$ cat config.mk
export PLATFORM = sky130hd
export DESIGN_NAME = read_datapath
export DESIGN_NICKNAME = d
export VERILOG_FILES = /design/src/read_datapath_pkg.sv /design/src/read_fifo_if.sv /design/src/oct_ctrl.sv /design/src/rdata_mapper.sv /design/src/read_datapath.sv /design/src/read_fifo_group.sv /design/src/read_latency_ctrl.sv
export SDC_FILE = /design/constraint.sdc
export NUM_CORES = 1
export LEC_CHECK = 0
export ABC_AREA = 1
export BUFFER_PORTS_ARGS = -buffer_cell sky130_fd_sc_hd__buf_2
export CAP_MARGIN = 20
export CELL_PAD_IN_SITES_DETAIL_PLACEMENT = 1
export CELL_PAD_IN_SITES_GLOBAL_PLACEMENT = 1
export CORE_UTILIZATION = 47
export CTS_CLUSTER_DIAMETER = 30
export DETAILED_ROUTE_END_ITERATION = 10
export GPL_TIMING_DRIVEN = 0
export PLACE_DENSITY_LB_ADDON = 0.08
export SLEW_MARGIN = 20
export SYNTH_ARGS = -nofsm -noshare
export SYNTH_HDL_FRONTEND = slang
export SYNTH_HIERARCHICAL = 1
export SYNTH_SLANG_ARGS = --single-unit
$ cat constraint.sdc
create_clock -name pll_afi_clk -period 2.8 [get_ports pll_afi_clk]
set_clock_uncertainty 0.2 [all_clocks]
set_input_delay 0.28 -clock pll_afi_clk [delete_from_list [all_inputs] [get_ports pll_afi_clk]]
set_output_delay 0.28 -clock pll_afi_clk [all_outputs]
set_load 0.1 [all_outputs]
$ cat src/read_datapath_pkg.sv
// Read datapath package with the bus widths, FIFO depth, latency and termination constants
`default_nettype none

package read_datapath_pkg;

	// **************************************************
	// Memory and AFI geometry
	// **************************************************

	// Total DQ pins on the memory side
	localparam int MEM_DQ_WIDTH = 8;
	// Each read DQS group strobes its own slice of DQ
	localparam int NUM_DQS_GROUPS = 2;
	localparam int DQ_GROUP_WIDTH = MEM_DQ_WIDTH / NUM_DQS_GROUPS;

	// Half rate means four data beats land in every AFI cycle
	localparam int NUM_TIMESLOTS = 4;
	localparam int AFI_RATE_RATIO = 2;
	localparam int AFI_DATA_WIDTH = MEM_DQ_WIDTH * NUM_TIMESLOTS;

	// One group's word holds all four beats, beat 0 in the low bits
	localparam int GROUP_DATA_WIDTH = DQ_GROUP_WIDTH * NUM_TIMESLOTS;

	// **************************************************
	// Resynchronization FIFO and read latency
	// **************************************************

	localparam int READ_FIFO_DEPTH = 8;
	localparam int READ_FIFO_ADDR_WIDTH = 3;

	// Length of the read enable delay lines, so the largest usable latency count
	localparam int MAX_READ_LATENCY = 15;
	localparam int LATENCY_COUNT_WIDTH = 4;

	// **************************************************
	// On-die termination window
	// **************************************************

	// Memory read latency in memory clocks
	localparam int MEM_T_RL = 11;
	// Termination is released this many AFI cycles after a read enable
	localparam int OCT_ON_DELAY = (MEM_T_RL - 4) / 2;
	// and stays released until this many cycles after it
	localparam int OCT_OFF_DELAY = (MEM_T_RL + 6) / 2;

	// **************************************************
	// Shared types
	// **************************************************

	// Full AFI read bus
	typedef logic [AFI_DATA_WIDTH-1:0] afi_data_t;
	// One DQS group's four beats
	typedef logic [GROUP_DATA_WIDTH-1:0] group_data_t;
	// One bit per AFI phase
	typedef logic [AFI_RATE_RATIO-1:0] afi_phase_t;
	// Sequencer latency count
	typedef logic [LATENCY_COUNT_WIDTH-1:0] latency_t;
	// Resynchronization FIFO pointer
	typedef logic [READ_FIFO_ADDR_WIDTH-1:0] fifo_addr_t;
	// One bit per DQS group
	typedef logic [NUM_DQS_GROUPS-1:0] dqs_mask_t;

endpackage

`default_nettype wire

$ cat src/read_fifo_if.sv
// Interface carrying one DQS group's capture, FIFO reset, read enable and read data
`default_nettype none

interface read_fifo_if
	import read_datapath_pkg::*;
();

	// Captured beats from the I/O for this group
	group_data_t wr_data;
	// Strobe that writes wr_data at the clock edge where it is high
	logic capture;
	// Sequencer level that clears both pointers
	logic fifo_reset;
	// Pops one word per cycle, from the latency control
	logic read_enable;
	// Head of the FIFO, shown combinationally
	group_data_t rd_data;

	// Capture side, driven from the top level pins
	modport phy (
		output wr_data,
		output capture,
		output fifo_reset
	);

	// Latency control drives the pop strobe
	modport ctrl (
		output read_enable
	);

	// The FIFO itself
	modport fifo (
		input  wr_data,
		input  capture,
		input  fifo_reset,
		input  read_enable,
		output rd_data
	);

	// Read data consumer, the AFI mapper
	modport sink (
		input  rd_data
	);

endinterface

`default_nettype wire

$ cat src/oct_ctrl.sv
// On-die termination control, releases termination around each read burst
`default_nettype none

module oct_ctrl
	import read_datapath_pkg::*;
(
	input  logic       pll_afi_clk,
	input  logic       reset_n_afi_clk,
	input  afi_phase_t afi_rdata_en_full_i,
	output afi_phase_t force_oct_off_o
);

	// History of past read enables, bit j sampled j+1 edges ago
	logic [OCT_OFF_DELAY-1:0] rdata_en_q;
	// Same history with the current sample in bit 0
	logic [OCT_OFF_DELAY:0] rdata_en_window;
	logic any_rdata_en;

	assign any_rdata_en = |afi_rdata_en_full_i;
	assign rdata_en_window = {rdata_en_q, any_rdata_en};

	// Termination is forced off only when no read enable sits anywhere in
	// the window from OCT_ON_DELAY to OCT_OFF_DELAY cycles back
	always_ff @(posedge pll_afi_clk or negedge reset_n_afi_clk)
	begin
		if (!reset_n_afi_clk)
		begin
			rdata_en_q <= '0;
			force_oct_off_o <= '0;
		end
		else
		begin
			rdata_en_q <= rdata_en_window[OCT_OFF_DELAY-1:0];
			// Both phases carry the same value
			force_oct_off_o <= {AFI_RATE_RATIO{~(|rdata_en_window[OCT_OFF_DELAY:OCT_ON_DELAY])}};
		end
	end

endmodule

`default_nettype wire

$ cat src/rdata_mapper.sv
// Read data mapper, builds the AFI and sequencer read buses from the group FIFOs
`default_nettype none

module rdata_mapper
	import read_datapath_pkg::*;
(
	input  logic       pll_afi_clk,
	input  logic       reset_n_afi_clk,
	read_fifo_if.sink  sink0,
	read_fifo_if.sink  sink1,
	input  afi_phase_t read_valid_i,
	output afi_data_t  afi_rdata_o,
	output afi_data_t  phy_mux_read_fifo_q_o,
	output afi_phase_t afi_rdata_valid_o
);

	// Group g sits at index g
	group_data_t [NUM_DQS_GROUPS-1:0] group_word;
	// Time-slot major layout for the controller
	afi_data_t afi_remap;

	assign group_word[0] = sink0.rd_data;
	assign group_word[1] = sink1.rd_data;

	// **************************************************
	// Remapping
	// **************************************************

	// Each time slot takes a full DQ width, and inside it the groups
	// follow in order, so beat t of group g lands at t*8 + g*4
	always_comb
	begin
		afi_remap = '0;
		for (int t = 0; t < NUM_TIMESLOTS; t++)
		begin
			for (int g = 0; g < NUM_DQS_GROUPS; g++)
			begin
				afi_remap[MEM_DQ_WIDTH*t + DQ_GROUP_WIDTH*g +: DQ_GROUP_WIDTH] =
					group_word[g][DQ_GROUP_WIDTH*t +: DQ_GROUP_WIDTH];
			end
		end
	end

	// **************************************************
	// Output registers
	// **************************************************

	// The sequencer bus keeps group major order, which is just the two
	// FIFO words side by side
	always_ff @(posedge pll_afi_clk)
	begin
		afi_rdata_o <= afi_remap;
		phy_mux_read_fifo_q_o <= group_word;
	end

	// Valid bits are registered in step with the data
	always_ff @(posedge pll_afi_clk or negedge reset_n_afi_clk)
	begin
		if (!reset_n_afi_clk)
		begin
			afi_rdata_valid_o <= '0;
		end
		else
		begin
			afi_rdata_valid_o <= read_valid_i;
		end
	end

endmodule

`default_nettype wire

$ cat src/read_datapath.sv
// Half-rate DDR read datapath top with latency control, group FIFOs, mapper and termination
`default_nettype none

module read_datapath
	import read_datapath_pkg::*;
(
	input  logic                             pll_afi_clk,
	input  logic                             reset_n_afi_clk,
	// Captured beats, group 0 in the low half
	input  group_data_t [NUM_DQS_GROUPS-1:0] ddio_phy_dq_i,
	input  dqs_mask_t                        ddio_capture_i,
	input  dqs_mask_t                        seq_read_fifo_reset_i,
	input  latency_t                         seq_read_latency_count_i,
	input  afi_phase_t                       afi_rdata_en_i,
	input  afi_phase_t                       afi_rdata_en_full_i,
	output afi_data_t                        afi_rdata_o,
	output afi_phase_t                       afi_rdata_valid_o,
	output afi_data_t                        phy_mux_read_fifo_q_o,
	output afi_phase_t                       force_oct_off_o
);

	// Per-phase valid from the latency control to the mapper
	afi_phase_t read_valid;

	// **************************************************
	// Group interfaces
	// **************************************************

	read_fifo_if fifo_if_0 ();
	read_fifo_if fifo_if_1 ();

	// Capture side of each group comes straight from the pins
	assign fifo_if_0.wr_data = ddio_phy_dq_i[0];
	assign fifo_if_0.capture = ddio_capture_i[0];
	assign fifo_if_0.fifo_reset = seq_read_fifo_reset_i[0];

	assign fifo_if_1.wr_data = ddio_phy_dq_i[1];
	assign fifo_if_1.capture = ddio_capture_i[1];
	assign fifo_if_1.fifo_reset = seq_read_fifo_reset_i[1];

	// **************************************************
	// Read latency
	// **************************************************

	read_latency_ctrl u_read_latency_ctrl (
		.pll_afi_clk              (pll_afi_clk),
		.reset_n_afi_clk          (reset_n_afi_clk),
		.afi_rdata_en_i           (afi_rdata_en_i),
		.afi_rdata_en_full_i      (afi_rdata_en_full_i),
		.seq_read_latency_count_i (seq_read_latency_count_i),
		.read_enable0_o           (fifo_if_0.ctrl),
		.read_enable1_o           (fifo_if_1.ctrl),
		.read_valid_o             (read_valid)
	);

	// **************************************************
	// Resynchronization FIFOs
	// **************************************************

	read_fifo_group u_read_fifo_group_0 (
		.pll_afi_clk     (pll_afi_clk),
		.reset_n_afi_clk (reset_n_afi_clk),
		.fifo            (fifo_if_0.fifo)
	);

	read_fifo_group u_read_fifo_group_1 (
		.pll_afi_clk     (pll_afi_clk),
		.reset_n_afi_clk (reset_n_afi_clk),
		.fifo            (fifo_if_1.fifo)
	);

	// **************************************************
	// Output mapping and termination
	// **************************************************

	rdata_mapper u_rdata_mapper (
		.pll_afi_clk           (pll_afi_clk),
		.reset_n_afi_clk       (reset_n_afi_clk),
		.sink0                 (fifo_if_0.sink),
		.sink1                 (fifo_if_1.sink),
		.read_valid_i          (read_valid),
		.afi_rdata_o           (afi_rdata_o),
		.phy_mux_read_fifo_q_o (phy_mux_read_fifo_q_o),
		.afi_rdata_valid_o     (afi_rdata_valid_o)
	);

	// Termination follows the full-rate enables, not the delayed ones
	oct_ctrl u_oct_ctrl (
		.pll_afi_clk         (pll_afi_clk),
		.reset_n_afi_clk     (reset_n_afi_clk),
		.afi_rdata_en_full_i (afi_rdata_en_full_i),
		.force_oct_off_o     (force_oct_off_o)
	);

endmodule

`default_nettype wire

$ cat src/read_fifo_group.sv
// Resynchronization FIFO for one DQS group with its own sequencer reset
`default_nettype none

module read_fifo_group
	import read_datapath_pkg::*;
(
	input  logic      pll_afi_clk,
	input  logic      reset_n_afi_clk,
	read_fifo_if.fifo fifo
);

	// **************************************************
	// Sequencer reset
	// **************************************************

	// The sequencer level goes through one register before it reaches the
	// pointers, which keeps it off the pointer increment paths
	logic fifo_reset_q;

	always_ff @(posedge pll_afi_clk or negedge reset_n_afi_clk)
	begin
		if (!reset_n_afi_clk)
		begin
			fifo_reset_q <= 1'b0;
		end
		else
		begin
			fifo_reset_q <= fifo.fifo_reset;
		end
	end

	// **************************************************
	// Pointers
	// **************************************************

	fifo_addr_t wr_ptr;
	fifo_addr_t rd_ptr;

	// Depth is a power of two so both pointers wrap on their own
	always_ff @(posedge pll_afi_clk or negedge reset_n_afi_clk)
	begin
		if (!reset_n_afi_clk)
		begin
			wr_ptr <= '0;
		end
		else if (fifo_reset_q)
		begin
			wr_ptr <= '0;
		end
		else if (fifo.capture)
		begin
			wr_ptr <= wr_ptr + fifo_addr_t'(1);
		end
	end

	always_ff @(posedge pll_afi_clk or negedge reset_n_afi_clk)
	begin
		if (!reset_n_afi_clk)
		begin
			rd_ptr <= '0;
		end
		else if (fifo_reset_q)
		begin
			rd_ptr <= '0;
		end
		else if (fifo.read_enable)
		begin
			rd_ptr <= rd_ptr + fifo_addr_t'(1);
		end
	end

	// **************************************************
	// Storage
	// **************************************************

	// Flop storage, written at the capture edge
	group_data_t mem [READ_FIFO_DEPTH];

	always_ff @(posedge pll_afi_clk)
	begin
		if (fifo.capture)
		begin
			mem[wr_ptr] <= fifo.wr_data;
		end
	end

	// The head entry is visible without a read cycle, the pop only moves
	// the pointer on to the next word
	assign fifo.rd_data = mem[rd_ptr];

	// Empty and full are not tracked; the controller keeps the FIFO
	// between the two through its read scheduling

endmodule

`default_nettype wire

$ cat src/read_latency_ctrl.sv
// Read latency control, delays the controller read enables by the sequencer latency count
`default_nettype none

module read_latency_ctrl
	import read_datapath_pkg::*;
(
	input  logic           pll_afi_clk,
	input  logic           reset_n_afi_clk,
	input  afi_phase_t     afi_rdata_en_i,
	input  afi_phase_t     afi_rdata_en_full_i,
	input  latency_t       seq_read_latency_count_i,
	read_fifo_if.ctrl      read_enable0_o,
	read_fifo_if.ctrl      read_enable1_o,
	output afi_phase_t     read_valid_o
);

	// **************************************************
	// Delay lines
	// **************************************************

	// Bit j holds the enable sampled j+1 edges ago, one line per AFI phase
	logic [AFI_RATE_RATIO-1:0][MAX_READ_LATENCY-1:0] valid_shifter;
	// The FIFO pops once per AFI cycle, so the full-rate enables collapse to one line
	logic [MAX_READ_LATENCY-1:0] full_shifter;

	// Tap chosen by the latency count
	latency_t tap_sel;
	// Registered pop strobe shared by both groups
	logic read_enable_q;

	// The output register adds one cycle on top of the delay line, so the
	// tap sits two below the latency count; counts below 2 are not legal
	assign tap_sel = seq_read_latency_count_i - latency_t'(2);

	always_ff @(posedge pll_afi_clk or negedge reset_n_afi_clk)
	begin
		if (!reset_n_afi_clk)
		begin
			valid_shifter <= '0;
			full_shifter <= '0;
		end
		else
		begin
			for (int p = 0; p < AFI_RATE_RATIO; p++)
			begin
				valid_shifter[p] <= {valid_shifter[p][MAX_READ_LATENCY-2:0], afi_rdata_en_i[p]};
			end
			full_shifter <= {full_shifter[MAX_READ_LATENCY-2:0], |afi_rdata_en_full_i};
		end
	end

	// **************************************************
	// Tap selection
	// **************************************************

	// Both outputs are registered here so the FIFO pop and the mapper
	// valid line up with the head word of the FIFO
	always_ff @(posedge pll_afi_clk or negedge reset_n_afi_clk)
	begin
		if (!reset_n_afi_clk)
		begin
			read_valid_o <= '0;
			read_enable_q <= 1'b0;
		end
		else
		begin
			for (int p = 0; p < AFI_RATE_RATIO; p++)
			begin
				read_valid_o[p] <= valid_shifter[p][tap_sel];
			end
			read_enable_q <= full_shifter[tap_sel];
		end
	end

	// Every group pops on the same cycle
	assign read_enable0_o.read_enable = read_enable_q;
	assign read_enable1_o.read_enable = read_enable_q;

endmodule

`default_nettype wire

==> reports/results.ini <==
[pwr]
seqPwrFrac_pct=30.9
max-vdd-ir-drop_mv=0.725
power_switching_mw=6.76
p_leak_nw=9.28
p_int_mw=13.3
combPwrFrac_pct=22.3
clockPowerShare_pct=46.7
swShare_pct=33.7
powerDensity_nw_per_um2=1030

[die]
rows=65
start_util_pct=47.6
coreArea_sq_um=31500
fp.dieH_um=181
die-area_sq_um=32600
die_w_um=181
io_pins=114

[yosys]
synth_top_cell_by_area=edfxtp_1
yosys_register_bits=361
synthFlopType=edfxtp_1
synth_cell_types=22
yosysWarnings=6
synthesis.nets=1520
synthArstFlopShare_pct=20.2
avgSynthCellArea_sq_um=10.2
netlist_area_sq_um=15000
yosysTopAreaCellShare_pct=51.3
synth-edff-count=256
yosysSeqAreaShare_pct=67.8
synthCells=1469
yosys-top-cells-area=edfxtp_1 (51%), dfrtp_1 (12%), nand2_1 (12%), inv_1 (7.6%), nand3_1 (5.3%)

[worst_setup_path]
max_stage_delay_ns=0.56
worstSetupPathType=in -> reg
crit_chain=dlygate4sd3_1 > buf_2 > inv_1 > or2_2 > nor2_2 > buf_8
cp.required_ns=2.87
critPathCaptureType=register
r2r_slack_ns=0.68
rr_endpoint=u_read_fifo_group_0/mem[4][0]
crit_arrival_ns=2.21
cpLargestDelayFamily=buffers and inverters
cp_slowest_cell=nor2_2
r2r-start=u_read_fifo_group_0/wr_ptr[0]
r2r_cells=3
critPathBufInv=4
crit_path_start_kind=primary input
crit_fanout=9

[global_routing]
overflow=0
grt_pass1_vias=11900
grt_pass1_wl_mm=65.1
grt_max_degree=49
antenna_found_initial=2
grt_use_total_pct=26.5

[cts]
post_cts_buffers=0
ctsRootBufferMaster=clkbuf_16
cts_made_buffers=81
clkTransAtPathRegs_ns=0.05
clk_path_buf_depth=3
cts_tree=yes
cts_sinks=361
clock_latency_ns=0.57
cts.htree.levels=3

[route]
drc_errors=0
antenna_left=0
vias=10900
post_drt_via_cell_ratio=4.95
first_pass_iters=5
drt_iter0_markers=630
wl_mm=41.6
wire_per_inst_um=19.0

[placed_design]
port_buffers=112
pre_cts_slack_ns=0.759
gp_congestion=0.758
hpwl_mm=24.5

[final_layout]
multi_input_area_sq_um=3030
drive_gt1_share_pct=21.1
area_delta_synth_final_pct=30.3
fin_util_pct=62.0
final_nets=1772
fillCellCount=3392
regArea_sq_um=10200

[min_path]
hold_path_class=in -> async

[timing]
worstMarginPinSlew_ns=0.797
period_needed_ns=2.14
slew_violations=0
rsz0062_at_grt=false
fmax_mhz=467
worst_slew_margin_rel_pct=46.9
hold_violations=0
setup_viol=0
min_period_over_period_pct=76.4
worst_slack_ns=0.661

[run]
drv_cap=0

[status]
run_status=finished clean

## synthesized netlist by cell type (2+ instances only)
cell type	instances
nand2_1	482
inv_1	303
edfxtp_1	256
nand3_1	158
dfrtp_1	73
buf_4	46
nor2_1	34
dfxtp_1	32
buf_6	21
buf_2	20
a21oi_1	9
o21ai_0	6
ha_1	5
nand2_2	5
a211oi_1	4
inv_2	4
or2_2	4
clkbuf_1	2
clkinv_1	2
## power groups by stage
stage | clock network [mW] | logic (mW) | registers, mW
finish | 9.37 | 4.48 | 6.21
global route | 9.78 | 4.70 | 6.24
CTS | 9.51 | 4.48 | 6.21
detailed placement | 0 | 4.37 | 6.29
global placement | 0 | 4.28 | 6.28
floorplan | 0 | 2.34 | 7.40
## layer usage
metal	track usage, %	share of wire, %	wire, um	vias to the layer above
met3	4.83	5.7	2390	94
met1	33.0	42	17400	5362
met5	0	0	0	-
li1	-	-	-	5059
met4	10.8	2.8	1160	0
met2	45.4	50	20600	339
## flip-flops by register name, indices dropped and copies added (netlist names)
| register | cells |
|---|---|
| u_read_fifo_group_1/mem | 128 |
| u_read_fifo_group_0/mem | 128 |
| u_oct_ctrl/force_oct_off_o | 1 |
| u_rdata_mapper/phy_mux_read_fifo_q_o | 31 |
| u_rdata_mapper/afi_rdata_o | 1 |
| u_rdata_mapper/afi_rdata_valid_o | 2 |
| u_read_latency_ctrl/read_enable0_o.read_enable | 1 |
| u_read_fifo_group_1/wr_ptr | 3 |
| u_read_fifo_group_0/fifo_reset_q | 1 |
| u_read_fifo_group_0/wr_ptr | 3 |
| u_read_fifo_group_1/rd_ptr | 3 |
| u_read_fifo_group_0/rd_ptr | 3 |
| u_read_latency_ctrl/full_shifter | 15 |
| u_read_fifo_group_1/fifo_reset_q | 1 |
| u_read_latency_ctrl/read_valid_o | 2 |
| u_read_latency_ctrl/valid_shifter | 30 |
| u_oct_ctrl/rdata_en_q | 8 |
## logic make-up (layout without fill, tap and decap cells)
family                     after synthesis  in the layout  share of synthesized area, %
DFF                                    361            361                          67.8
other                                    0              2                             0
xor gates and xnor gates                 1              1                        0.0585
adders and majority gates                5              5                         0.418
AOI/OAI and AO/OA                       19             19                         0.702
buffers and inverters                  399            718                          12.4
and+or+nand+nor                        684            684                          18.6
## cell usage in the layout (no fill, tap or decap), types with 8 or more instances in the layout
| master | netlist | layout |
|---|---|---|
| a21oi_1 | 9 | 9 |
| buf_2 | 20 | 131 |
| buf_4 | 46 | 47 |
| buf_6 | 21 | 25 |
| buf_8 | 0 | 8 |
| clkbuf_1 | 2 | 13 |
| clkbuf_16 | 0 | 86 |
| clkbuf_8 | 0 | 9 |
| clkinv_2 | 0 | 8 |
| clkinvlp_4 | 0 | 8 |
| dfrtp_1 | 73 | 73 |
| dfxtp_1 | 32 | 32 |
| dlygate4sd3_1 | 0 | 43 |
| edfxtp_1 | 256 | 256 |
| inv_1 | 303 | 303 |
| inv_6 | 1 | 8 |
| nand2_1 | 482 | 482 |
| nand3_1 | 158 | 158 |
| nor2_1 | 34 | 18 |
| nor2_2 | 0 | 12 |
## worst max-delay path by stage
stage | start | endpoint | slack [ns] | cells past startpoint
3_3_place_gp | ddio_capture_i[0] | u_read_fifo_group_0/mem[2][14] | -0.20 | 4
3_5_place_dp | ddio_capture_i[0] | u_read_fifo_group_0/mem[4][0] | 0.76 | 5
5_1_grt | ddio_capture_i[0] | u_read_fifo_group_0/mem[4][0] | 0.60 | 6
2_1_floorplan | u_read_fifo_group_0/wr_ptr[0] | u_read_fifo_group_0/mem[0][0] | 0.79 | 2
4_1_cts | u_read_fifo_group_0/wr_ptr[0] | u_read_fifo_group_0/mem[4][0] | 0.67 | 3
6_report | ddio_capture_i[0] | u_read_fifo_group_0/mem[4][0] | 0.66 | 6
## what timing repair did
item	4_1_cts	5_1_grt
resized for setup	0	0
hold endpoints to repair	344	0
hold buffers	44	0
setup endpoints to repair	0	0
## through the flow
stage | power, mW | cell area, sq um | TNS (ns) | cells | hold slack, ns
2_1_floorplan | 9.74 | 15000 | 0 | 1469 | -0.216
3_3_place_gp | 10.6 | 16000 | -5.30 | 1983 | 0.131
3_5_place_dp | 10.7 | 16300 | 0 | 1996 | 0.0332
4_1_cts | 20.2 | 19500 | 0 | 2190 | 0.00941
5_1_grt | 20.7 | 19500 | 0 | 2191 | 0.0220
6_report | 20.1 | 19500 | 0 | 2192 | 0.0251
## worst reg2reg max path: stages (launching register included)
cell	delay [ns]
dfrtp_1	0.41
or2_2	0.40
nor2_2	0.56
buf_8	0.24
## cell type report
class,count,share of cell area (%)
diodes,2,0.0256
plain buffers,89,3.53
clock buffers,106,11.9
clock inverters,44,2.28
inverters,310,5.99
multi-input cells,709,15.5
flip-flops and latches,361,52.0
well taps,402,2.58
repair buffers,169,6.18
Note: power is estimated with default switching activity, not from simulation.
